$ cat src/common/sram_test_pkg.sv
//##################################################
// packet layout is fixed at 61 bits, macro_sel on top
// geometries match the behavioural macros only
//##################################################
package sram_test_pkg;

   // host side widths
   localparam int ADDR_BITS      = 10;
   localparam int DATA_BITS      = 32;
   localparam int WMASK_BITS     = 4;
   localparam int NUM_MACROS     = 4;
   localparam int MACRO_SEL_BITS = 2;
   localparam int CMD_BITS       = 61;
   localparam int RESULT_BITS    = 64;

   // macro 0 and 1 are 1rw1r, macro 2 and 3 single port
   localparam int M0_DEPTH = 1024;
   localparam int M0_WIDTH = 8;
   localparam int M1_DEPTH = 256;
   localparam int M1_WIDTH = 32;
   localparam int M2_DEPTH = 512;
   localparam int M2_WIDTH = 32;
   localparam int M3_DEPTH = 512;
   localparam int M3_WIDTH = 64;

   // load strobe to result_valid_o
   localparam int LOAD_TO_RESULT = 3;

   // command packet, most significant field first
   typedef struct packed {
      logic [MACRO_SEL_BITS-1:0] macro_sel;
      logic                      csb0;
      logic                      web0;
      logic [WMASK_BITS-1:0]     wmask0;
      logic [ADDR_BITS-1:0]      addr0;
      logic [DATA_BITS-1:0]      din0;
      logic                      csb1;
      logic [ADDR_BITS-1:0]      addr1;
   } sram_cmd_t;

   // command as handed to the bank
   typedef struct packed {
      sram_cmd_t cmd;
      logic      valid;
   } sram_issue_t;

   // dout0 sits on top so it leaves the serial port first
   typedef struct packed {
      logic [DATA_BITS-1:0] dout0;
      logic [DATA_BITS-1:0] dout1;
   } sram_result_t;

endpackage

$ cat src/hdl/result_unloader.sv
//##################################################
// a new capture overwrites the serial register
// gpio_out_o gives bit 63 first, dout0 msb
//##################################################
`timescale 1ns/1ps

module result_unloader (
   input  logic                        sram_clk,
   input  logic                        in_reset,
   input  sram_test_pkg::sram_result_t rd_i,
   input  logic                        rd_valid_i,
   input  logic                        gpio_scan_i,
   output sram_test_pkg::sram_result_t la_result_o,
   output logic                        result_valid_o,
   output logic                        gpio_out_o
);

   sram_test_pkg::sram_result_t result_q;
   logic                        valid_q;

   // serial copy of the last result
   logic [sram_test_pkg::RESULT_BITS-1:0] shift_q;

   // parallel capture and one cycle pulse
   always_ff @(posedge sram_clk) begin
      if (in_reset) begin
         result_q <= '0;
         valid_q  <= 1'b0;
      end else begin
         valid_q <= rd_valid_i;
         if (rd_valid_i) begin
            result_q <= rd_i;
         end
      end
   end

   // reload wins over a scan in the same cycle
   always_ff @(posedge sram_clk) begin
      if (in_reset) begin
         shift_q <= '0;
      end else if (rd_valid_i) begin
         shift_q <= rd_i;
      end else if (gpio_scan_i) begin
         shift_q <= {shift_q[sram_test_pkg::RESULT_BITS-2:0], 1'b0};
      end
   end

   assign la_result_o    = result_q;
   assign result_valid_o = valid_q;
   assign gpio_out_o     = shift_q[sram_test_pkg::RESULT_BITS-1];

endmodule

$ cat config.mk
export PLATFORM = sky130hd
export DESIGN_NAME = result_unloader
export DESIGN_NICKNAME = d
export VERILOG_FILES = /design/src/common/sram_test_pkg.sv /design/src/hdl/result_unloader.sv
export SDC_FILE = /design/constraint.sdc
export NUM_CORES = 1
export LEC_CHECK = 0
export ABC_AREA = 1
export BUFFER_PORTS_ARGS = -buffer_cell sky130_fd_sc_hd__buf_2
export CAP_MARGIN = 25
export CORE_MARGIN = 2
export CORE_UTILIZATION = 25
export CTS_BUF_LIST = sky130_fd_sc_hd__clkbuf_8
export CTS_CLUSTER_DIAMETER = 120
export DETAILED_ROUTE_END_ITERATION = 7
export GPL_ROUTABILITY_DRIVEN = 0
export HOLD_SLACK_MARGIN = 0.03
export MAX_ROUTING_LAYER = met4
export PLACE_DENSITY = 0.45
export RECOVER_POWER = 25
export SLEW_MARGIN = 20
export SYNTH_ARGS = -nofsm -noshare
export SYNTH_HDL_FRONTEND = slang
export SYNTH_SLANG_ARGS = --single-unit
$ cat constraint.sdc
create_clock -name sram_clk -period 1.9 [get_ports sram_clk]
set_clock_uncertainty 0.1 [all_clocks]
set_input_delay 0.19 -clock sram_clk [delete_from_list [all_inputs] [get_ports sram_clk]]
set_output_delay 0.19 -clock sram_clk [all_outputs]
set_load 0.02 [all_outputs]
* After elaboration in Yosys (flattened, before gate mapping) *
Index checks and enable logic that the tools add are counted.

cells by class
  reduce and logical (&&, ||, !) cells = 1
  mux-type cells = 2

operators by type and width
  kind               count
  $mux 64            2
  $reduce_bool 2->1  1

word-level totals
  input port bits = 68
  word-level logic and storage cells = 7
  output and inout bits = 66
  flip-flop bits (word level) = 129

* Depth between registers and ports, before layout *
Gate-level depths: netlist (run 1).

  depth after elaboration = 2
  mapped depth = 7
  depth with buffers taken out = 5

* Worst setup path before layout (run 1) *
Ideal clock, no wire load.

  path kind = input to register
  start = input port gpio_scan_i
  end = register shift_q[13] in the netlist's numbering
  slack = 0.864 ns
  data required time = 1.744 ns
  arrival = 0.880 ns
  library setup time = 0.056 ns
  stages on the path = 7
  path buffers = 2
  cells stage by stage = buf_4 -> nor2_4 -> buf_2 -> nand2_1 -> nand3_2 -> nand2_1 -> inv_1

on the way
  word-level cells in the longest chain between the ends = 1

ends and longest elaborated chain
  what                         RTL line               RTL
  from (decl)                  result_unloader.sv:12  input logic gpio_scan_i,
  $reduce_bool 2->1 (no line)  n/a
  to (signal assigned)         result_unloader.sv:42  shift_q <= rd_i;
  to (signal assigned)         result_unloader.sv:44  shift_q <= {shift_q[sram_test_pkg::RESULT_BITS-2:0], 1'b0};
  to (decl)                    result_unloader.sv:22  logic [sram_test_pkg::RESULT_BITS-1:0] shift_q;

No other way between the ends.
A chain may end at the register's enable or synchronous reset.

==> impl_metrics.ini, run 1 <==
[logic_synthesis]
synth_top_area_frac = 0.429
synthSimpleGateAreaFrac = 0.384
ys_types = 18
netlist_area_um2 = 6020
synth_fa_ha_area_frac = 0
synth_nets = 757
netlist_instances = 689
synthTopCellsByArea = dfxtp_1 43%, nand2_1 12%, nand2_4 11%
synth_top_family_by_area = simple AND/OR/NAND/NOR gates
ys_ff_latch = 129
synth_xor_area_frac = 0
yosys_warnings = 0
muxShareOfSynthArea = 0
yosysSeqAreaShare = 0.429
avgSynthCellArea_um2 = 8.74
synth_top_area_cell = dfxtp_1
synth_compound_area_frac = 0.0908

[finish]
area_growth_pct = 32.8
fin_area_um2 = 8000
antenna_cells = 0
layout-drive-gt1-share = 0.365
nets = 953
fin_util = 0.340
n_fill_cell = 2544

[pwr]
powerDensity_nw_per_um2 = 795
power.total_mw = 6.35
leakagePower_nw = 4.15
vdd_drop_max_v = 0.000320

[floorplanning]
boundaryPins = 134
die-area_um2 = 25400
rows = 56
core_area_um2 = 23500
fp.dieW_um = 159
initial_core_util = 0.256
die_y_um = 159

[clocking]
clk_pin_slew_ns = 0.07
postCtsHoldBufs = 77
cts_resized = 0
cts_buffers = 17
cts_root_buf = clkbuf_8
post_cts_buffers = 0
clock_path_buffers = 2
cts.sinks = 129
cts_tree = yes
cts-htree-levels = 4
insertion_delay_ns = 0.44

[routing]
viasPerCell = 4.06
ant_nets = 0
routedWlPerCell_um = 12.7
via_count = 4935
first_iter_violations = 212
drc_errors = 0
drt_wl_total_mm = 15.4
dr.pass1.iters = 4

[worst_setup_path]
rrSetupSlack_ns = 0.65
crit_buf_inv = 3
cp_slowest_stage_delay_ns = 0.56
crit_arrival_ns = 1.82
cp_cell_sequence = clkbuf_1 > buf_4 > nand2_4 > a21oi_2 > dlygate4sd3_1
slowest_stage = dlygate4sd3_1
critPathMaxFanout = 13
critical_path.top_delay_family = buffers and inverters
cp-end-kind = flip-flop
start_kind = primary input
required_ns = 2.18
r2r_start = la_result_o[24]
criticalPathCategory = in -> reg
rr_worst_depth = 3
regToRegEndpoint = la_result_o[24]

[global_route]
grt_pass1_vias = 4989
track_usage = 0.129
overflow = 0
grt_antenna_before_repair = 0
grt_pass1_wl_mm = 25.6
grt_max_degree = 47

[timing]
setup_tns_ns = 0
final_hold_viol_count = 0
drv_slew = 0
rsz0062_at_grt = no
min_period_ns = 1.54
tightest_slew_ns = 1.10
finalCritPeriodShare = 0.811
fmax_ghz = 0.649
final-setup-viol-count = 0
slew_headroom = 0.269

[job]
drv_cap = 0

[placed_design]
hpwl_mm = 9.91
post_dp_cell_area_um2 = 6930
portBuffers = 133

[hold_path]
holdPathStages = 5
hold_class = in -> reg
min_to = shift_q[0]
worstHoldStart = gpio_scan_i

[status]
status = finished, final reports clean
## registers in the layout, summed over array words and instances, names as in the netlist
signal	cells
result_valid_o	1
la_result_o	64
shift_q	64
## final cells by class
class                      instances  area (µm²)  area share
clock buffer                      20         275      0.0344
clock inverter                    10         121      0.0152
inverter                          65         246      0.0308
multi-input combinational        448        2770       0.347
sequential                       129        2580       0.323
tap                              319         399      0.0499
timing repair buffer             224        1600       0.200
## synth_stat cells, drive strengths merged
master	number
nand3	126
dfxtp	129
nand2	255
inv	65
a21oi	65
buf	45
nor2	2
clkbuf	2
## where the power goes
part | switching [mW] | internal (mW) | leakage (nW) | total [mW]
clock network | 1.05 | 1.36 | 0.217 | 2.42
registers | 0.0753 | 2.86 | 1.06 | 2.93
logic | 0.582 | 0.423 | 2.87 | 1.01
## per-stage QoR
| step | worst slack, ns | instances | hold slack (ns) |
|---|---|---|---|
| 6_report | 0.358 | 1215 | 0.199 |
| 5_1_grt | 0.306 | 1215 | 0.198 |
| 4_1_cts | 0.584 | 1215 | 0.134 |
| 3_5_place_dp | 0.564 | 1108 | 0.355 |
| 3_3_place_gp | 0.574 | 1108 | 0.351 |
| 2_1_floorplan | 0.864 | 689 | 0.232 |
## cell families after synthesis
kind of cell    after synthesis
compound gates               65
simple gates                383
flops                       129
buf+inv                     112
## cell usage in the layout, fill, tap and decap left out
cell type / netlist / final
dlygate4sd3_1: 0 / 77
clkinvlp_4: 0 / 1
inv_4: 0 / 1
a21oi_2: 59 / 50
nor2_1: 1 / 1
inv_2: 2 / 1
inv_1: 63 / 68
nand2_1: 195 / 202
a21oi_1: 6 / 15
nand3_2: 53 / 53
dfxtp_1: 129 / 129
buf_12: 6 / 5
nand2_4: 59 / 52
clkinv_2: 0 / 1
bufinv_16: 0 / 3
buf_2: 29 / 129
buf_4: 5 / 9
nand2_2: 1 / 1
clkbuf_8: 0 / 20
clkbuf_1: 2 / 4
nand3_1: 73 / 73
nor2_4: 1 / 1
## worst register-to-register path: cells and delay by family (launching register included)
family	cells	cell delay (ns)
AO/OA/AOI/OAI	1	0.13
AND/OR/NAND/NOR	1	0.07
buffers and inverters	1	0.56
flip-flops	1	0.33
## layer usage
metal	part of all wire	global-route usage	routed length, µm
met1	0.50	0.161	7680
met2	0.44	0.204	6850
met3	0.044	0.0344	675
met4	0.014	0.0434	216
met5	0	-	0
## worst max-delay path by stage
| stage | depth (start not counted) | slack [ns] | from | endpoint |
|---|---|---|---|---|
| finish | 5 | 0.36 | rd_valid_i | la_result_o[24] |
| global route | 5 | 0.31 | rd_valid_i | la_result_o[24] |
| CTS | 1 | 0.58 | shift_q[63] | gpio_out_o |
| detailed placement | 7 | 0.56 | rd_valid_i | shift_q[15] |
| global placement | 7 | 0.57 | rd_valid_i | shift_q[18] |
| floorplan | 7 | 0.86 | gpio_scan_i | shift_q[13] |
Power figures use the tool's default switching activity.
==> run 2, diff against run 1 <==
--- a/config.mk
+++ b/config.mk
@@ -5,7 +5,7 @@
 export SDC_FILE = /design/constraint.sdc
 export NUM_CORES = 1
 export LEC_CHECK = 0
-export ABC_AREA = 1
+export ABC_AREA = 0
 export BUFFER_PORTS_ARGS = -buffer_cell sky130_fd_sc_hd__buf_2
 export CAP_MARGIN = 25
 export CORE_MARGIN = 2
@@ -16,7 +16,7 @@
 export GPL_ROUTABILITY_DRIVEN = 0
 export HOLD_SLACK_MARGIN = 0.03
 export MAX_ROUTING_LAYER = met4
-export PLACE_DENSITY = 0.45
+export PLACE_DENSITY = 0.46
 export RECOVER_POWER = 25
 export SLEW_MARGIN = 20
 export SYNTH_ARGS = -nofsm -noshare
==> constraint.sdc (replaced) <==
create_clock -name sram_clk -period 1.6 [get_ports sram_clk]
set_clock_uncertainty 0.1 [all_clocks]
set_input_delay 0.16 -clock sram_clk [delete_from_list [all_inputs] [get_ports sram_clk]]
set_output_delay 0.16 -clock sram_clk [all_outputs]
set_load 0.02 [all_outputs]
==> run 2 against run 1 <==
Net effect:
- sequential power up 20%
- synthesized cell count down 29%
- largest power group unchanged
- register-to-register slack worse by 0.34 ns
- total power up 14%
- clock power up 7%
- die area down 12%
- global-route usage down 0.72 points
- sequential cell count unchanged
==> impl_metrics.ini, run 2 <==
[clocking]
cts-htree-levels = 4
cts_buffers = 17
cts_root_buf = clkbuf_8
cts_resized = 0
cts_tree = yes
clock_path_buffers = 2
postCtsHoldBufs = 81
post_cts_buffers = 0
cts.sinks = 129
insertion_delay_ns = 0.43
clk_pin_slew_ns = 0.08

[worst_setup_path]
crit_arrival_ns = 1.59
regToRegEndpoint = la_result_o[8]
cpMostUsedCell = dlygate4sd3_1
cp-end-kind = flip-flop
cp_slowest_stage_delay_ns = 0.56
slowest_stage = dlygate4sd3_1
criticalPathCategory = in -> reg
required_ns = 1.83
r2r_start = la_result_o[8]
critPathMaxFanout = 2
start_kind = primary input
rr_worst_depth = 3
cp_cell_sequence = dlygate4sd3_1 > buf_2 > mux2i_1 > nor2_1 > dlygate4sd3_1
rrSetupSlack_ns = 0.31

[timing]
finalCritPeriodShare = 0.852
drv_slew = 0
holdWs_ns = 0.0852
tightest_slew_ns = 0.489
slew_headroom = 0.674
rsz0062_at_grt = no
fmax_ghz = 0.734
setup_tns_ns = 0
final_hold_viol_count = 0
min_period_ns = 1.36
final-setup-viol-count = 0

[finish]
finalNonFillerCells = 989
nets = 770
layout-drive-gt1-share = 0.263
n_fill_cell = 2194
final_common_cell = buf_2
final_cell_mix = 130 x buf_2, 129 x dfxtp_1, 126 x mux2i_1
antenna_cells = 0
area_growth_pct = 39.6
fin_util = 0.353
fin_area_um2 = 7410

[floorplanning]
rows = 53
boundaryPins = 134
initial_core_util = 0.253
core_area_um2 = 21000
fp.dieW_um = 150
die-area_um2 = 22400
die_y_um = 150

[routing]
drt_wl_total_mm = 12.7
ant_nets = 0
viasPerCell = 4.26
dr.pass1.iters = 4
first_iter_violations = 84
via_count = 4212
routedWlPerCell_um = 12.8
drc_errors = 0

[logic_synthesis]
synth_async_sr_flop_share = 0
synth_top_area_cell = dfxtp_1
synth_common_cells = 129 x dfxtp_1, 126 x mux2i_1, 64 x nor2_1
synthTopCellsByArea = dfxtp_1 49%, mux2i_1 24%, nor2b_1 7.4%
yosys_warnings = 0
synth_edf_count = 0
ys_ff_latch = 129
ys_types = 17
netlist_instances = 492
yosysSeqAreaShare = 0.487
yosysMostFrequentCell = dfxtp_1
synth_top_area_frac = 0.487
ys_dominant_reg_cell = dfxtp_1
netlist_area_um2 = 5310
synth_nets = 560
avgSynthCellArea_um2 = 10.8

[hold_path]
holdPathStages = 3
hold_class = in -> reg
worstHoldStart = rd_valid_i
min_to = shift_q[0]

[global_route]
grt.busiest_layer = met2
grt_pass1_wl_mm = 21.1
track_usage = 0.122
grt_max_degree = 65
grt_antenna_before_repair = 0
met1_usage = 0.148
met2_usage = 0.194
use_met3 = 0.0369
grt_pass1_vias = 4470
overflow = 0

[job]
drv_cap = 0

[pwr]
powerDensity_nw_per_um2 = 979
leakagePower_nw = 3.39
vdd_drop_max_v = 0.000423

[status]
status = finished, final reports clean

[placed_design]
hpwl_mm = 8.29
post_dp_cell_area_um2 = 6290
portBuffers = 133
post-place-cells = 877
==> run 2: kinds of logic (layout without fill, tap and decap cells) <==
group | after synthesis | in the layout | share of synthesized area
simple gates | 130 | 130 | 0.123
flops | 129 | 129 | 0.487
mux | 126 | 126 | 0.238
compound gates | 65 | 65 | 0.101
buf+inv | 42 | 264 | 0.0512
==> run 2: area by class of cell <==
cell class | instances | area, µm² | area share
clock buffer | 19 | 262 | 0.0353
clock inverter | 12 | 93.8 | 0.0127
inverter | 1 | 3.75 | 0.000507
multi-input combinational | 321 | 2430 | 0.328
sequential | 129 | 2580 | 0.349
tap | 275 | 344 | 0.0465
timing repair buffer | 232 | 1690 | 0.229
==> run 2: critical path, delay by kind of cell <==
family / cells / cell delay (ns)
buffers and inverters: 3 / 1.23
muxes: 1 / 0.14
and+or+nand+nor: 1 / 0.06
==> run 2: how the worst max path moves through the flow <==
stage          depth (start not counted)        start         endpoint
2_1_floorplan                          4  gpio_scan_i      shift_q[34]
3_3_place_gp                           4  gpio_scan_i      shift_q[38]
3_5_place_dp                           4  gpio_scan_i      shift_q[38]
4_1_cts                                4     in_reset   la_result_o[5]
5_1_grt                                4     in_reset  la_result_o[26]
6_report                               5      rd_i[8]   la_result_o[8]
==> run 2: through the flow <==
stage	worst slack, ns	power (mW)
6_report	0.238	7.25
5_1_grt	0.182	7.69
4_1_cts	0.269	7.41
3_5_place_dp	0.247	4.61
3_3_place_gp	0.249	4.59
2_1_floorplan	0.612	4.26
==> run 2: report_power, final <==
group,switching [mW],internal (mW)
registers,0.107,3.43
logic,0.561,0.568
clock network,1.31,1.28
==> run 2: layer usage <==
| metal | part of all wire | wire length (µm) |
|---|---|---|
| met2 | 0.46 | 5890 |
| met4 | 0.015 | 195 |
| met5 | 0 | 0 |
| met3 | 0.044 | 554 |
| met1 | 0.48 | 6040 |
