### src/common/sram_test_pkg.sv
//##################################################
// packet layout is fixed at 61 bits, macro_sel on top
// geometries match the behavioural macros only
//##################################################
package sram_test_pkg;

   // host side widths
   localparam int ADDR_BITS      = 10;
   localparam int DATA_BITS      = 32;
   localparam int WMASK_BITS     = 4;
   localparam int NUM_MACROS     = 4;
   localparam int MACRO_SEL_BITS = 2;
   localparam int CMD_BITS       = 61;
   localparam int RESULT_BITS    = 64;

   // macro 0 and 1 are 1rw1r, macro 2 and 3 single port
   localparam int M0_DEPTH = 1024;
   localparam int M0_WIDTH = 8;
   localparam int M1_DEPTH = 256;
   localparam int M1_WIDTH = 32;
   localparam int M2_DEPTH = 512;
   localparam int M2_WIDTH = 32;
   localparam int M3_DEPTH = 512;
   localparam int M3_WIDTH = 64;

   // load strobe to result_valid_o
   localparam int LOAD_TO_RESULT = 3;

   // command packet, most significant field first
   typedef struct packed {
      logic [MACRO_SEL_BITS-1:0] macro_sel;
      logic                      csb0;
      logic                      web0;
      logic [WMASK_BITS-1:0]     wmask0;
      logic [ADDR_BITS-1:0]      addr0;
      logic [DATA_BITS-1:0]      din0;
      logic                      csb1;
      logic [ADDR_BITS-1:0]      addr1;
   } sram_cmd_t;

   // command as handed to the bank
   typedef struct packed {
      sram_cmd_t cmd;
      logic      valid;
   } sram_issue_t;

   // dout0 sits on top so it leaves the serial port first
   typedef struct packed {
      logic [DATA_BITS-1:0] dout0;
      logic [DATA_BITS-1:0] dout1;
   } sram_result_t;

endpackage

### src/hdl/cmd_loader.sv
//##################################################
// gpio scan shifts msb first, 61 cycles per packet
// unselected input source is ignored, no handshake
//##################################################
`timescale 1ns/1ps

module cmd_loader (
   input  logic                       sram_clk,
   input  logic                       in_reset,
   input  logic                       in_select_i,
   input  logic                       gpio_in_i,
   input  logic                       gpio_scan_i,
   input  logic                       la_in_load_i,
   input  sram_test_pkg::sram_cmd_t   la_cmd_i,
   input  logic                       sram_load_i,
   output sram_test_pkg::sram_issue_t issue_o
);

   // packet being assembled by the host
   sram_test_pkg::sram_cmd_t   cmd_q;
   sram_test_pkg::sram_issue_t issue_q;

   // next value of the command register when scanning
   logic [sram_test_pkg::CMD_BITS-1:0] cmd_shifted;

   assign cmd_shifted = {cmd_q[sram_test_pkg::CMD_BITS-2:0], gpio_in_i};

   // command register
   always_ff @(posedge sram_clk) begin
      if (in_reset) begin
         cmd_q <= '0;
      end else if (in_select_i) begin
         // gpio mode, new bit enters at the bottom
         if (gpio_scan_i) begin
            cmd_q <= sram_test_pkg::sram_cmd_t'(cmd_shifted);
         end
      end else begin
         // la mode, whole packet in one cycle
         if (la_in_load_i) begin
            cmd_q <= la_cmd_i;
         end
      end
   end

   // issue stage
   // valid is a single cycle pulse per load strobe, the packet
   // seen here is the one held before any shift in this cycle
   always_ff @(posedge sram_clk) begin
      if (in_reset) begin
         issue_q <= '0;
      end else begin
         issue_q.valid <= sram_load_i;
         if (sram_load_i) begin
            issue_q.cmd <= cmd_q;
         end
      end
   end

   assign issue_o = issue_q;

endmodule

### config.mk
export PLATFORM = sky130hd
export DESIGN_NAME = cmd_loader
export DESIGN_NICKNAME = d
export VERILOG_FILES = /design/src/common/sram_test_pkg.sv /design/src/hdl/cmd_loader.sv
export SDC_FILE = /design/constraint.sdc
export NUM_CORES = 1
export LEC_CHECK = 0
export BUFFER_PORTS_ARGS = -buffer_cell sky130_fd_sc_hd__buf_2
export CORE_ASPECT_RATIO = 1.4
export CORE_UTILIZATION = 25
export CTS_CLUSTER_SIZE = 20
export DETAILED_ROUTE_END_ITERATION = 8
export PLACE_DENSITY_LB_ADDON = 0.25
export SYNTH_ARGS = -nofsm -noshare
export SYNTH_HDL_FRONTEND = slang
export SYNTH_SLANG_ARGS = --single-unit
### constraint.sdc
create_clock -name sram_clk -period 2.4 [get_ports sram_clk]
set_clock_uncertainty 0.05 [all_clocks]
set_input_delay 0.12 -clock sram_clk [delete_from_list [all_inputs] [get_ports sram_clk]]
set_output_delay 0.12 -clock sram_clk [all_outputs]
set_load 0.01 [all_outputs]
# After elaboration in Yosys (flattened, before gate mapping)
# Cells that the tools add are included.
[totals]
register_bits = 123
input_bits = 68
out_inout_bits = 62
wordCells = 23
[op_classes]
eq_ne = 1
n_mux = 3
n_reduce_logical = 2
[op_table]
columns = ["operator", "count"]
rows = [
  ["61-bit 2-to-1 mux", 3],
  ["2-bit by 1-bit inequality test with 1-bit output, second input constant", 1],
  ["2-bit AND reduction", 1],
  ["2-bit nonzero test", 1],
]

# Depth between registers and ports, before layout
# Gate-level depths: netlist of the first run.
[logic_depth]
depth_word = 2
ltp_mapped = 6
mapped_depth_nobuf = 3

# Least setup slack after synthesis of the first run
# No wires, ideal clock.
[synth_path]
kind = "in2reg"
from = "in in_select_i"
to = "reg cmd_q[20] (netlist name)"
setup_time_ns = 0.146
arrival_ns = 1.027
required_time_ns = 2.204
path_slack_ns = 1.177
cell_stages = 6
n_path_buf = 3
cell_sequence = "buf_4 > mux2_4 > buf_6 > buf_4 > nor2_1 > a211oi_2"
[synth_via]
elab_chain_cells = 2
elab_cells_between_ends = 4
classes_between = "eq/ne (1); mux (1); reduce/logical (2)"
[synth_lines]
columns = ["item", "line", "source"]
rows = [
  ["from (decl)", "cmd_loader.sv:10", "input logic in_select_i,"],
  ["2-bit by 1-bit inequality test with 1-bit output (no source line) / 2-bit nonzero test (equally long branches)", "-", ""],
  ["2-bit AND reduction (no source line)", "-", ""],
  ["to (signal assigned)", "cmd_loader.sv:35", "cmd_q <= sram_test_pkg::sram_cmd_t'(cmd_shifted);"],
  ["to (signal assigned)", "cmd_loader.sv:40", "cmd_q <= la_cmd_i;"],
  ["to (decl)", "cmd_loader.sv:20", "sram_test_pkg::sram_cmd_t cmd_q;"],
]
# Several ways; a longest one is shown, not always the timed one.
# A chain may end at the register's enable or synchronous reset.

# Worst setup path after layout of the first run
[layout_path]
from = "in in_select_i"
to = "reg cmd_q[9] (netlist name)"
# Same word-level chain as after synthesis.

==> reports/metrics.yaml, run 1 <==
yosys:
  synth_common_cells: "dfxtp_1, mux2i_1, nor2_1"
  syn_avg_cell_area_um2: 10.9
  ys.warnings.count: 0
  synth.area.top_cells: "dfxtp_1, mux2i_1, a211oi_2, nor2_1, buf_6"
  syn_nets: 539
  synth_top_flop_cell: "dfxtp_1"
  ys_seq_area_frac: 0.478
  yosysUniqueCellTypes: 12
  async_reset_ff_frac: 0
  ys_ff_latch: 123
  synth_top_area_cell: "dfxtp_1"
  syn_area_um2: 5160
  synth_edf_count: 0
  synth_top_cell_area_share: 0.478
  synthCells: 471
  yosysMostFrequentCell: "dfxtp_1"
clock_tree:
  clk_latency_ps: 410
  cts.clk_slew.worst_paths_ps: 60
  cts_max_path_buffers: 2
  root_buffer: "clkbuf_16"
  numCtsBuffers: 17
  htree_levels: 4
  tritoncts: "done"
  cts_sinks: 123
  cts_setup_buffers: 0
placement:
  io_buffers: 129
  dpl.cell_count: 818
  gp_congestion: 0.685
  post-place-ws_ps: 651
  post-dp-hpwl_um: 8110
timing:
  finalCriticalPeriod_ps: 1290
  finalHoldViolCount: 0
  worstMarginPinSlew_ps: 1090
  maxSlewViolCount: 0
  max_freq_mhz: 775
  setup_violations: 0
  tns_ps: 0
  fin_hold_ws_ps: 33.1
  period_share: 0.537
  setup_slack_ps: 1110
  relSlewSlack: 0.274
  rsz0062_at_grt: "no"
floorplan:
  die_w_um: 123
  core_area_um2: 20100
  dieArea_um2: 21200
  die_height_um: 172
  num_io_pins: 130
  row_count: 61
  floorplan.initialDensity: 0.257
setup_path:
  worstReg2RegEnd: "cmd_q[12]$_SDFFE_PP0P_"
  worstSetupPathType: "primary input to flop"
  critPathLaunchType: "primary input"
  path_cells: "buf_4 > buf_4 > mux2i_1 > a211oi_2"
  cp_max_fo: 61
  cp_slowest_stage_delay_ps: 810
  arrival_ps: 1570
  r2r_slack_ps: 1530
  r2r-start: "cmd_q[11]$_SDFFE_PP0P_"
  crit_slowest_cell: "buf_4"
  reg2reg_depth: 2
  worstPathRequired_ps: 2680
  crit_top_cell: "buf_4"
  setup.worst_path.end_class: "flop"
worst_hold_path:
  min_path_cells: 3
  hold_path.class: "primary input to flop"
  hold_start: "la_cmd_i[56]"
  hold_end: "cmd_q[56]$_SDFFE_PP0P_"
routing:
  viasPerCell: 4.34
  vias: 3704
  drc: 0
  dr.pass1.iters: 4
  ant_nets: 0
  drtIter0Drc: 86
  wl_per_cell_um: 14.4
  routed_wl_um: 12300
power:
  power.total_mw: 5.41
  ir_worst_vdd_mv: 0.403
  p_leak_nw: 3.02
  power_density_nw_per_um2: 822
final_layout:
  drive_above_1_share: 0.373
  final_nets: 655
  syn2layout_area_growth_pct: 27.6
  instances_no_fill: 853
global_route:
  antenna_found_initial: 3
  grt_pass1_vias: 3739
  grt_max_degree: 66
  grt.total_usage: 0.120
  grt_first_pass_wirelength_um: 19300
  overflow: 0
outcome:
  status: "finished, final reports clean"
job:
  cap_violations: 0
-- layer usage --
metal  track usage  part of all wire
met5             0            0.0019
met4        0.0665             0.021
met3        0.0396             0.060
met2         0.199              0.48
met1         0.134              0.44
-- kinds of logic (layout without fill, tap and decap cells) --
group	Yosys count	count (layout)	share of synthesized area
buffers and inverters	41	170	0.0456
other	0	1	0
multiplexers	123	123	0.240
AND/OR/NAND/NOR	123	123	0.0900
AO/OA/AOI/OAI	61	61	0.147
flip-flops	123	123	0.478
-- power by group --
part	leakage [nW]	internal, mW	switching [mW]	total (mW)
Sequential	1.01	2.19	0.0953	2.28
Clock	0.278	1.57	0.903	2.48
Combinational	1.73	0.295	0.353	0.649
-- final cells by class --
class	instances	area [um^2]
Multi-Input combinational cell	307	2470
Sequential cell	123	2460
Tap cell	252	315
Clock inverter	8	92.6
Antenna cell	1	2.50
Timing Repair Buffer	138	763
Clock buffer	24	472
Fill cell	2034	13500
-- critical path: cells and delay by family --
family	cells	cell delay (ps)
buffers and inverters	2	910
muxes	1	230
AOI/OAI and AO/OA	1	250
-- repair_timing --
action / in CTS / in global routing
hold endpoints to repair: 13 / 0
gates resized for setup: 0 / 0
hold buffers: 2 / 0
-- how the worst max path moves through the flow --
stage,startpoint,to,depth (start not counted)
finish,in_select_i,cmd_q[9]$_SDFFE_PP0P_,4
global route,in_select_i,cmd_q[52]$_SDFFE_PP0P_,4
CTS,in_select_i,cmd_q[54]$_SDFFE_PP0P_,4
global placement,in_select_i,cmd_q[54]$_SDFFE_PP0P_,4
floorplan,in_select_i,cmd_q[20]$_SDFFE_PP0P_,6
detailed placement,in_select_i,cmd_q[54]$_SDFFE_PP0P_,4
-- per-stage QoR --
| stage | instance area, um^2 | util |
|---|---|---|
| final | 6580 | 0.328 |
| after global routing | 6580 | 0.328 |
| after CTS | 6580 | 0.328 |
| after detailed placement | 5990 | 0.298 |
| after global placement | 5990 | 0.298 |
| after floorplan | 5160 | - |
-- cell usage in the layout (no fill, tap or decap) --
master / count
clkbuf_16: 17
bufinv_16: 2
mux2i_1: 122
a211oi_1: 1
clkinvlp_4: 1
clkinv_2: 5
clkbuf_1: 5
clkbuf_8: 2
buf_12: 3
buf_2: 126
a211oi_2: 60
buf_4: 7
nor2_1: 122
nor2b_1: 1
diode_2: 1
dlygate4sd3_1: 2
mux2_8: 1
dfxtp_1: 123
-- registers in the layout, indices dropped and copies added, names as in the netlist --
name / flops
issue_o: 62
cmd_q: 61
Note: power is estimated with default switching activity, not from simulation.
==> run 2, diff against run 1 <==
==> constraint.sdc (replaced) <==
create_clock -name sram_clk -period 1.22 [get_ports sram_clk]
set_clock_uncertainty 0.05 [all_clocks]
set_input_delay 0.061 -clock sram_clk [delete_from_list [all_inputs] [get_ports sram_clk]]
set_output_delay 0.061 -clock sram_clk [all_outputs]
set_load 0.01 [all_outputs]
==> run 2 against run 1 <==
  * Clock power is 110% higher
  * Non-clock buffer count rose by 60
  * Register-to-register slack lost 1200 ps
  * Wire length grew 1.6%
  * Largest power group unchanged
  * Total power is 110% higher
  * Worst setup slack got worse by 900 ps
  * Hold slack worse by 17 ps
  * Final cell count is 6.9% higher
  * Combinational power up 130%
  * Die area unchanged
  * Design area is 11% higher
  * Flip-flop and latch count did not move
==> reports/metrics.yaml, run 2 (synthesis results as in run 1) <==
setup_path:
  critical_path_depth: 1  # -3
  r2r_slack_ps: 380  # -1150 ps
  worstPathRequired_ps: 1110  # -1570 ps
  critPathLaunch: "issue_o[41]$_SDFFE_PP0P_"
  reg2reg_depth: 2  # unchanged
  cpLargestDelayFamily: "flip-flops"
  crit_slowest_cell: "dfxtp_1"
  worstReg2RegEnd: "cmd_q[9]$_SDFFE_PP0P_"
  critPathLaunchType: "flop"
  arrival_ps: 900  # -670 ps
  worstSetupPathType: "flop to output port"
  cp_max_fo: 2  # -97%
  path_cells: "buf_2"
  cp_num_buf_inv: 1  # -1
  r2r-start: "cmd_q[8]$_SDFFE_PP0P_"
  setup.worst_path.end_class: "output port"
  cp_slowest_stage_delay_ps: 360  # -450 ps
final_layout:
  utilization: 0.364  # +0.0358
  final_cell_mix: "buf_2, dfxtp_1, mux2i_1, nor2_1, a211oi_2"
  drive_above_1_share: 0.347  # -0.0264
  final_common_cell: "buf_2"
  final_nets: 715  # +9.2%
  n_antenna_cell: 0  # -1
  largest_reg_flops: 62  # unchanged
  instances_no_fill: 912  # +6.9%
  syn2layout_area_growth_pct: 41.5
global_route:
  grt_pass1_vias: 3982  # +6.5%
  grt.total_usage: 0.124  # +0.00392
  grt_max_degree: 54  # -18%
  overflow: 0  # unchanged
  antenna_found_initial: 2  # -1
  grt_first_pass_wirelength_um: 20000  # +3.4%
timing:
  finalCriticalPeriod_ps: 1010
  tns_ps: 0  # unchanged
  period_share: 0.831
  rsz0062_at_grt: "no"
  fin_hold_ws_ps: 16.3  # -16.8 ps
  setup_violations: 0  # unchanged
  max_freq_mhz: 987
  maxSlewViolCount: 0  # unchanged
  worstMarginPinSlew_ps: 315  # -774 ps
  finalHoldViolCount: 0  # unchanged
  relSlewSlack: 0.790  # +0.516
power:
  power.total_mw: 11.1  # +110%
  p_leak_nw: 3.32  # +10%
  power_density_nw_per_um2: 1520  # +85%
  ir_worst_vdd_mv: 0.776  # +93%
routing:
  drc: 0  # unchanged
  viasPerCell: 4.36  # +0.42%
  ant_nets: 0  # unchanged
  drtIter0Drc: 127  # +48%
  wl_per_cell_um: 13.7  # -5.0%
  vias: 3977  # +7.4%
  routed_wl_um: 12500  # +1.6%
  dr.pass1.iters: 4  # unchanged
clock_tree:
  cts_sinks: 123  # unchanged
  clk_latency_ps: 410  # about the same
  tritoncts: "done"
  numCtsBuffers: 17  # unchanged
  cts_max_path_buffers: 2  # unchanged
  htree_levels: 4  # unchanged
  root_buffer: "clkbuf_16"
  cts.clk_slew.worst_paths_ps: 50  # about the same
placement:
  dpl.cell_count: 823  # +0.61%
  gp_congestion: 0.693  # +1.3%
  io_buffers: 129  # unchanged
  post-dp-hpwl_um: 8420  # +3.9%
floorplan:
  num_io_pins: 130  # unchanged
  floorplan.initialDensity: 0.257  # unchanged
  die_w_um: 123  # unchanged
  dieArea_um2: 21200  # unchanged
  core_area_um2: 20100  # unchanged
  die_height_um: 172  # unchanged
  row_count: 61  # unchanged
worst_hold_path:
  min_path_cells: 3  # unchanged
  hold_start: "la_cmd_i[36]"
  hold_end: "cmd_q[36]$_SDFFE_PP0P_"
  hold_path.class: "primary input to flop"
job:
  cap_violations: 0  # unchanged
outcome:
  status: "finished, final reports clean"
-- run 2: changes by cell type in the layout (fill, tap and decap cells not counted) --
cell	change
clkinv_2	-2
bufinv_16	+1
dlygate4sd3_1	+55
diode_2	-1
buf_4	-3
buf_12	+8
clkbuf_8	+1
-- run 2: power breakdown --
| part | internal [mW] | switching, mW | leakage, nW | total, mW |
|---|---|---|---|---|
| clock network | 3.37 | 1.76 | 0.291 | 5.13 |
| registers | 4.30 | 0.183 | 1.01 | 4.48 |
| logic | 0.745 | 0.733 | 2.02 | 1.48 |
| total | 8.41 | 2.68 | 3.32 | 11.1 |
-- run 2: per-stage QoR --
stage	area [um^2]	setup WS [ps]
6_report	7300	207
5_1_grt	7300	150
4_1_cts	7300	164
3_5_place_dp	6130	10.7
3_3_place_gp	6130	19.8
2_1_floorplan	5160	56.3
-- run 2: per-layer routing --
metal / track usage / vias up / share of wire
li1: - / 1996 / -
met1: 0.141 / 1873 / 0.44
met2: 0.211 / 92 / 0.50
met3: 0.0389 / 12 / 0.041
met4: 0.0545 / 4 / 0.016
met5: 0 / - / 0.0022
-- run 2: final cells by class --
| class | instances | area, um^2 |
|---|---|---|
| Clock buffer | 25 | 485 |
| Clock inverter | 7 | 113 |
| Fill cell | 1994 | 12800 |
| Multi-Input combinational cell | 307 | 2470 |
| Sequential cell | 123 | 2460 |
| Tap cell | 252 | 315 |
| Timing Repair Buffer | 198 | 1450 |
-- run 2: worst max path at each step --
stage / endpoint / slack, ps
floorplan: cmd_q[20]$_SDFFE_PP0P_ / 60
global placement: cmd_q[59]$_SDFFE_PP0P_ / 20
detailed placement: cmd_q[55]$_SDFFE_PP0P_ / 10
CTS: issue_o[44] / 160
global route: issue_o[37] / 150
finish: issue_o[41] / 210
-- run 2: repair_timing --
item / CTS / global route
resized for setup: 0 / 0
endpoints found under the hold margin: 58 / 0
setup buffers: 0 / 0
hold buffers: 57 / 0
==> run 3, diff against run 2 <==
==> constraint.sdc (replaced) <==
create_clock -name sram_clk -period 0.91 [get_ports sram_clk]
set_clock_uncertainty 0.05 [all_clocks]
set_input_delay 0.0455 -clock sram_clk [delete_from_list [all_inputs] [get_ports sram_clk]]
set_output_delay 0.0455 -clock sram_clk [all_outputs]
set_load 0.01 [all_outputs]
==> run 3 against run 2 <==
  * Hold slack worse by 16 ps
  * The flow now finishes with violations (setup timing)
  * Die area unchanged
  * Total power up 36%
  * Non-clock buffer count up 30
  * Flip-flop and latch count unchanged
  * Clock power up 29%
==> reports/metrics.yaml, run 3 (synthesis results as in run 1) <==
routing:
  met3_length_um: 650  # +26%
  routed_wl_um: 13700  # +9.9%
  dr.pass1.iters: 4  # unchanged
  drc: 0  # unchanged
  viasPerCell: 4.43  # +1.5%
  wl_met2_um: 6880  # +9.3%
  drtIter0Drc: 104  # -18%
  wl_per_cell_um: 14.5  # +6.3%
  ant_nets: 0  # unchanged
  highest_layer: "met5"
  met1Wirelength_um: 5900  # +8.7%
  vias: 4174  # +5.0%
power:
  seq_power_share: 0.407  # +0.003
  combPwrFrac: 0.154  # +0.021
  pwr-share-clk: 0.439  # -0.023
  ir_worst_vdd_mv: 1.09  # +41%
  power_density_nw_per_um2: 1860  # +22%
  intPower_mw: 11.2  # +33%
  p_leak_nw: 3.54  # +6.6%
  switchingPower_mw: 3.83  # +43%
  swShare: 0.255  # +0.0137
placement:
  post-place-ws_ps: -287  # -298 ps
  gp_congestion: 0.727  # +4.9%
  placed_area_um2: 6350  # +3.6%
  post-dp-hpwl_um: 9260  # +10%
  io_buffers: 129  # unchanged
clock_tree:
  cts_max_path_buffers: 2  # unchanged
  clk_latency_ps: 410  # about the same
  tritoncts: "done"
  root_buffer: "clkbuf_16"
  cts.clk_slew.worst_paths_ps: 60  # about the same
  cts_sinks: 123  # unchanged
  numCtsBuffers: 17  # unchanged
  htree_levels: 4  # unchanged
floorplan:
  core_area_um2: 20100  # unchanged
  die_w_um: 123  # unchanged
  die_height_um: 172  # unchanged
  dieArea_um2: 21200  # unchanged
  row_count: 61  # unchanged
  num_io_pins: 130  # unchanged
  floorplan.initialDensity: 0.257  # unchanged
timing:
  finalCriticalPeriod_ps: 964
  relSlewSlack: 0.743  # -0.0474
  max_freq_mhz: 1040
  period_share: 1.06
  setup_violations: 62  # +62
  rsz0062_at_grt: "yes"
  maxSlewViolCount: 0  # unchanged
  finalHoldViolCount: 0  # unchanged
  setup_slack_ps: -54.1  # -261 ps
  worstMarginPinSlew_ps: 386  # +71.2 ps
final_layout:
  drive_above_1_share: 0.499  # +0.152
  largest_reg_flops: 62  # unchanged
  final_cell_mix: "mux2i_1, nor2_1, dfxtp_2, buf_2, dlygate4sd3_1"
  syn2layout_area_growth_pct: 57.0
  final_common_cell: "mux2i_1"
  final_nets: 745  # +4.2%
  fin_area_um2: 8100  # +11%
setup_path:
  arrival_ps: 870  # -30 ps
  cpLargestDelayFamily: "flip-flops"
  reg2reg_depth: 2  # unchanged
  worstReg2RegEnd: "cmd_q[22]$_SDFFE_PP0P_"
  critPathLaunchType: "flop"
  worstPathRequired_ps: 810  # -300 ps
  worstSetupPathType: "flop to output port"
  cp_max_fo: 2  # unchanged
  r2r_slack_ps: 40  # -340 ps
  cp_slowest_stage_delay_ps: 350  # about the same
  crit_slowest_cell: "dfxtp_2"
  setup.worst_path.end_class: "output port"
  r2r-start: "cmd_q[21]$_SDFFE_PP0P_"
  path_cells: "buf_6"
  cp_num_buf_inv: 1  # unchanged
global_route:
  grt_pass1_vias: 4460  # +12%
  grt.total_usage: 0.137  # +0.0129
  grt_max_degree: 31  # -43%
  antenna_found_initial: 2  # unchanged
  grt_first_pass_wirelength_um: 22100  # +10%
  overflow: 0  # unchanged
outcome:
  violations: "setup timing"
  status: "finished with violations"
worst_hold_path:
  hold_start: "sram_load_i"
  hold_end: "issue_o[21]$_SDFFE_PP0P_"
  hold_path.class: "primary input to flop"
  min_path_cells: 3  # unchanged
job:
  cap_violations: 0  # unchanged
[run 3: worst max-delay path by stage]
stage,slack [ps],start,cells after the start,to
floorplan,-190,in_select_i,6,cmd_q[20]$_SDFFE_PP0P_
global placement,-270,in_select_i,5,cmd_q[33]$_SDFFE_PP0P_
detailed placement,-290,in_select_i,5,cmd_q[26]$_SDFFE_PP0P_
CTS,-80,issue_o[19]$_SDFFE_PP0P_,1,issue_o[19]
global route,-90,issue_o[12]$_SDFFE_PP0P_,1,issue_o[12]
finish,-50,issue_o[12]$_SDFFE_PP0P_,1,issue_o[12]
[run 3: power by group through the flow]
| stage | clock, mW | combinational (mW) | sequential [mW] |
|---|---|---|---|
| after floorplan | 0 | 1.32 | 6.16 |
| after CTS | 6.81 | 2.35 | 6.12 |
| after global routing | 7.04 | 2.53 | 6.16 |
| after detailed placement | 0 | 1.95 | 6.18 |
| final | 6.60 | 2.32 | 6.11 |
| after global placement | 0 | 1.91 | 6.16 |
[run 3: final cells by class]
type	instances	area (um^2)
antenna	1	2.50
tap	252	315
clock buffer	20	457
sequential	123	2540
clock inverter	12	123
timing repair buffer	228	2070
fill	1952	12000
multi-input combinational	307	2580
[run 3: worst register-to-register path, stage by stage, from the launching register on]
cell      delay (ps)
dfxtp_1          420
mux2i_1          120
a211oi_2         210
[run 3: through the flow]
stage                     TNS (ps)  power (mW)  std cells  hold WS (ps)   util
after floorplan              -9160        7.47        471           229      -
after global placement      -14340        8.08        838           355  0.316
after detailed placement    -15050        8.13        838           358  0.316
after CTS                    -3600        15.3        941          16.3  0.402
after global routing         -4200        15.7        942          1.37  0.403
final                        -1940        15.0        943         0.307  0.403
[run 3: routing by layer]
layer | up-vias | track usage
met4 | 2 | 0.0587
met5 | - | 0
li1 | 2064 | -
met2 | 102 | 0.238
met1 | 1981 | 0.153
met3 | 25 | 0.0402
[run 3: what timing repair did]
item,in CTS,in global routing
resized for setup,122,5
gates cloned,0,0
hold buffers,63,0
endpoints found under the hold margin,63,0
setup buffers,8,2
setup endpoints to repair,62,68
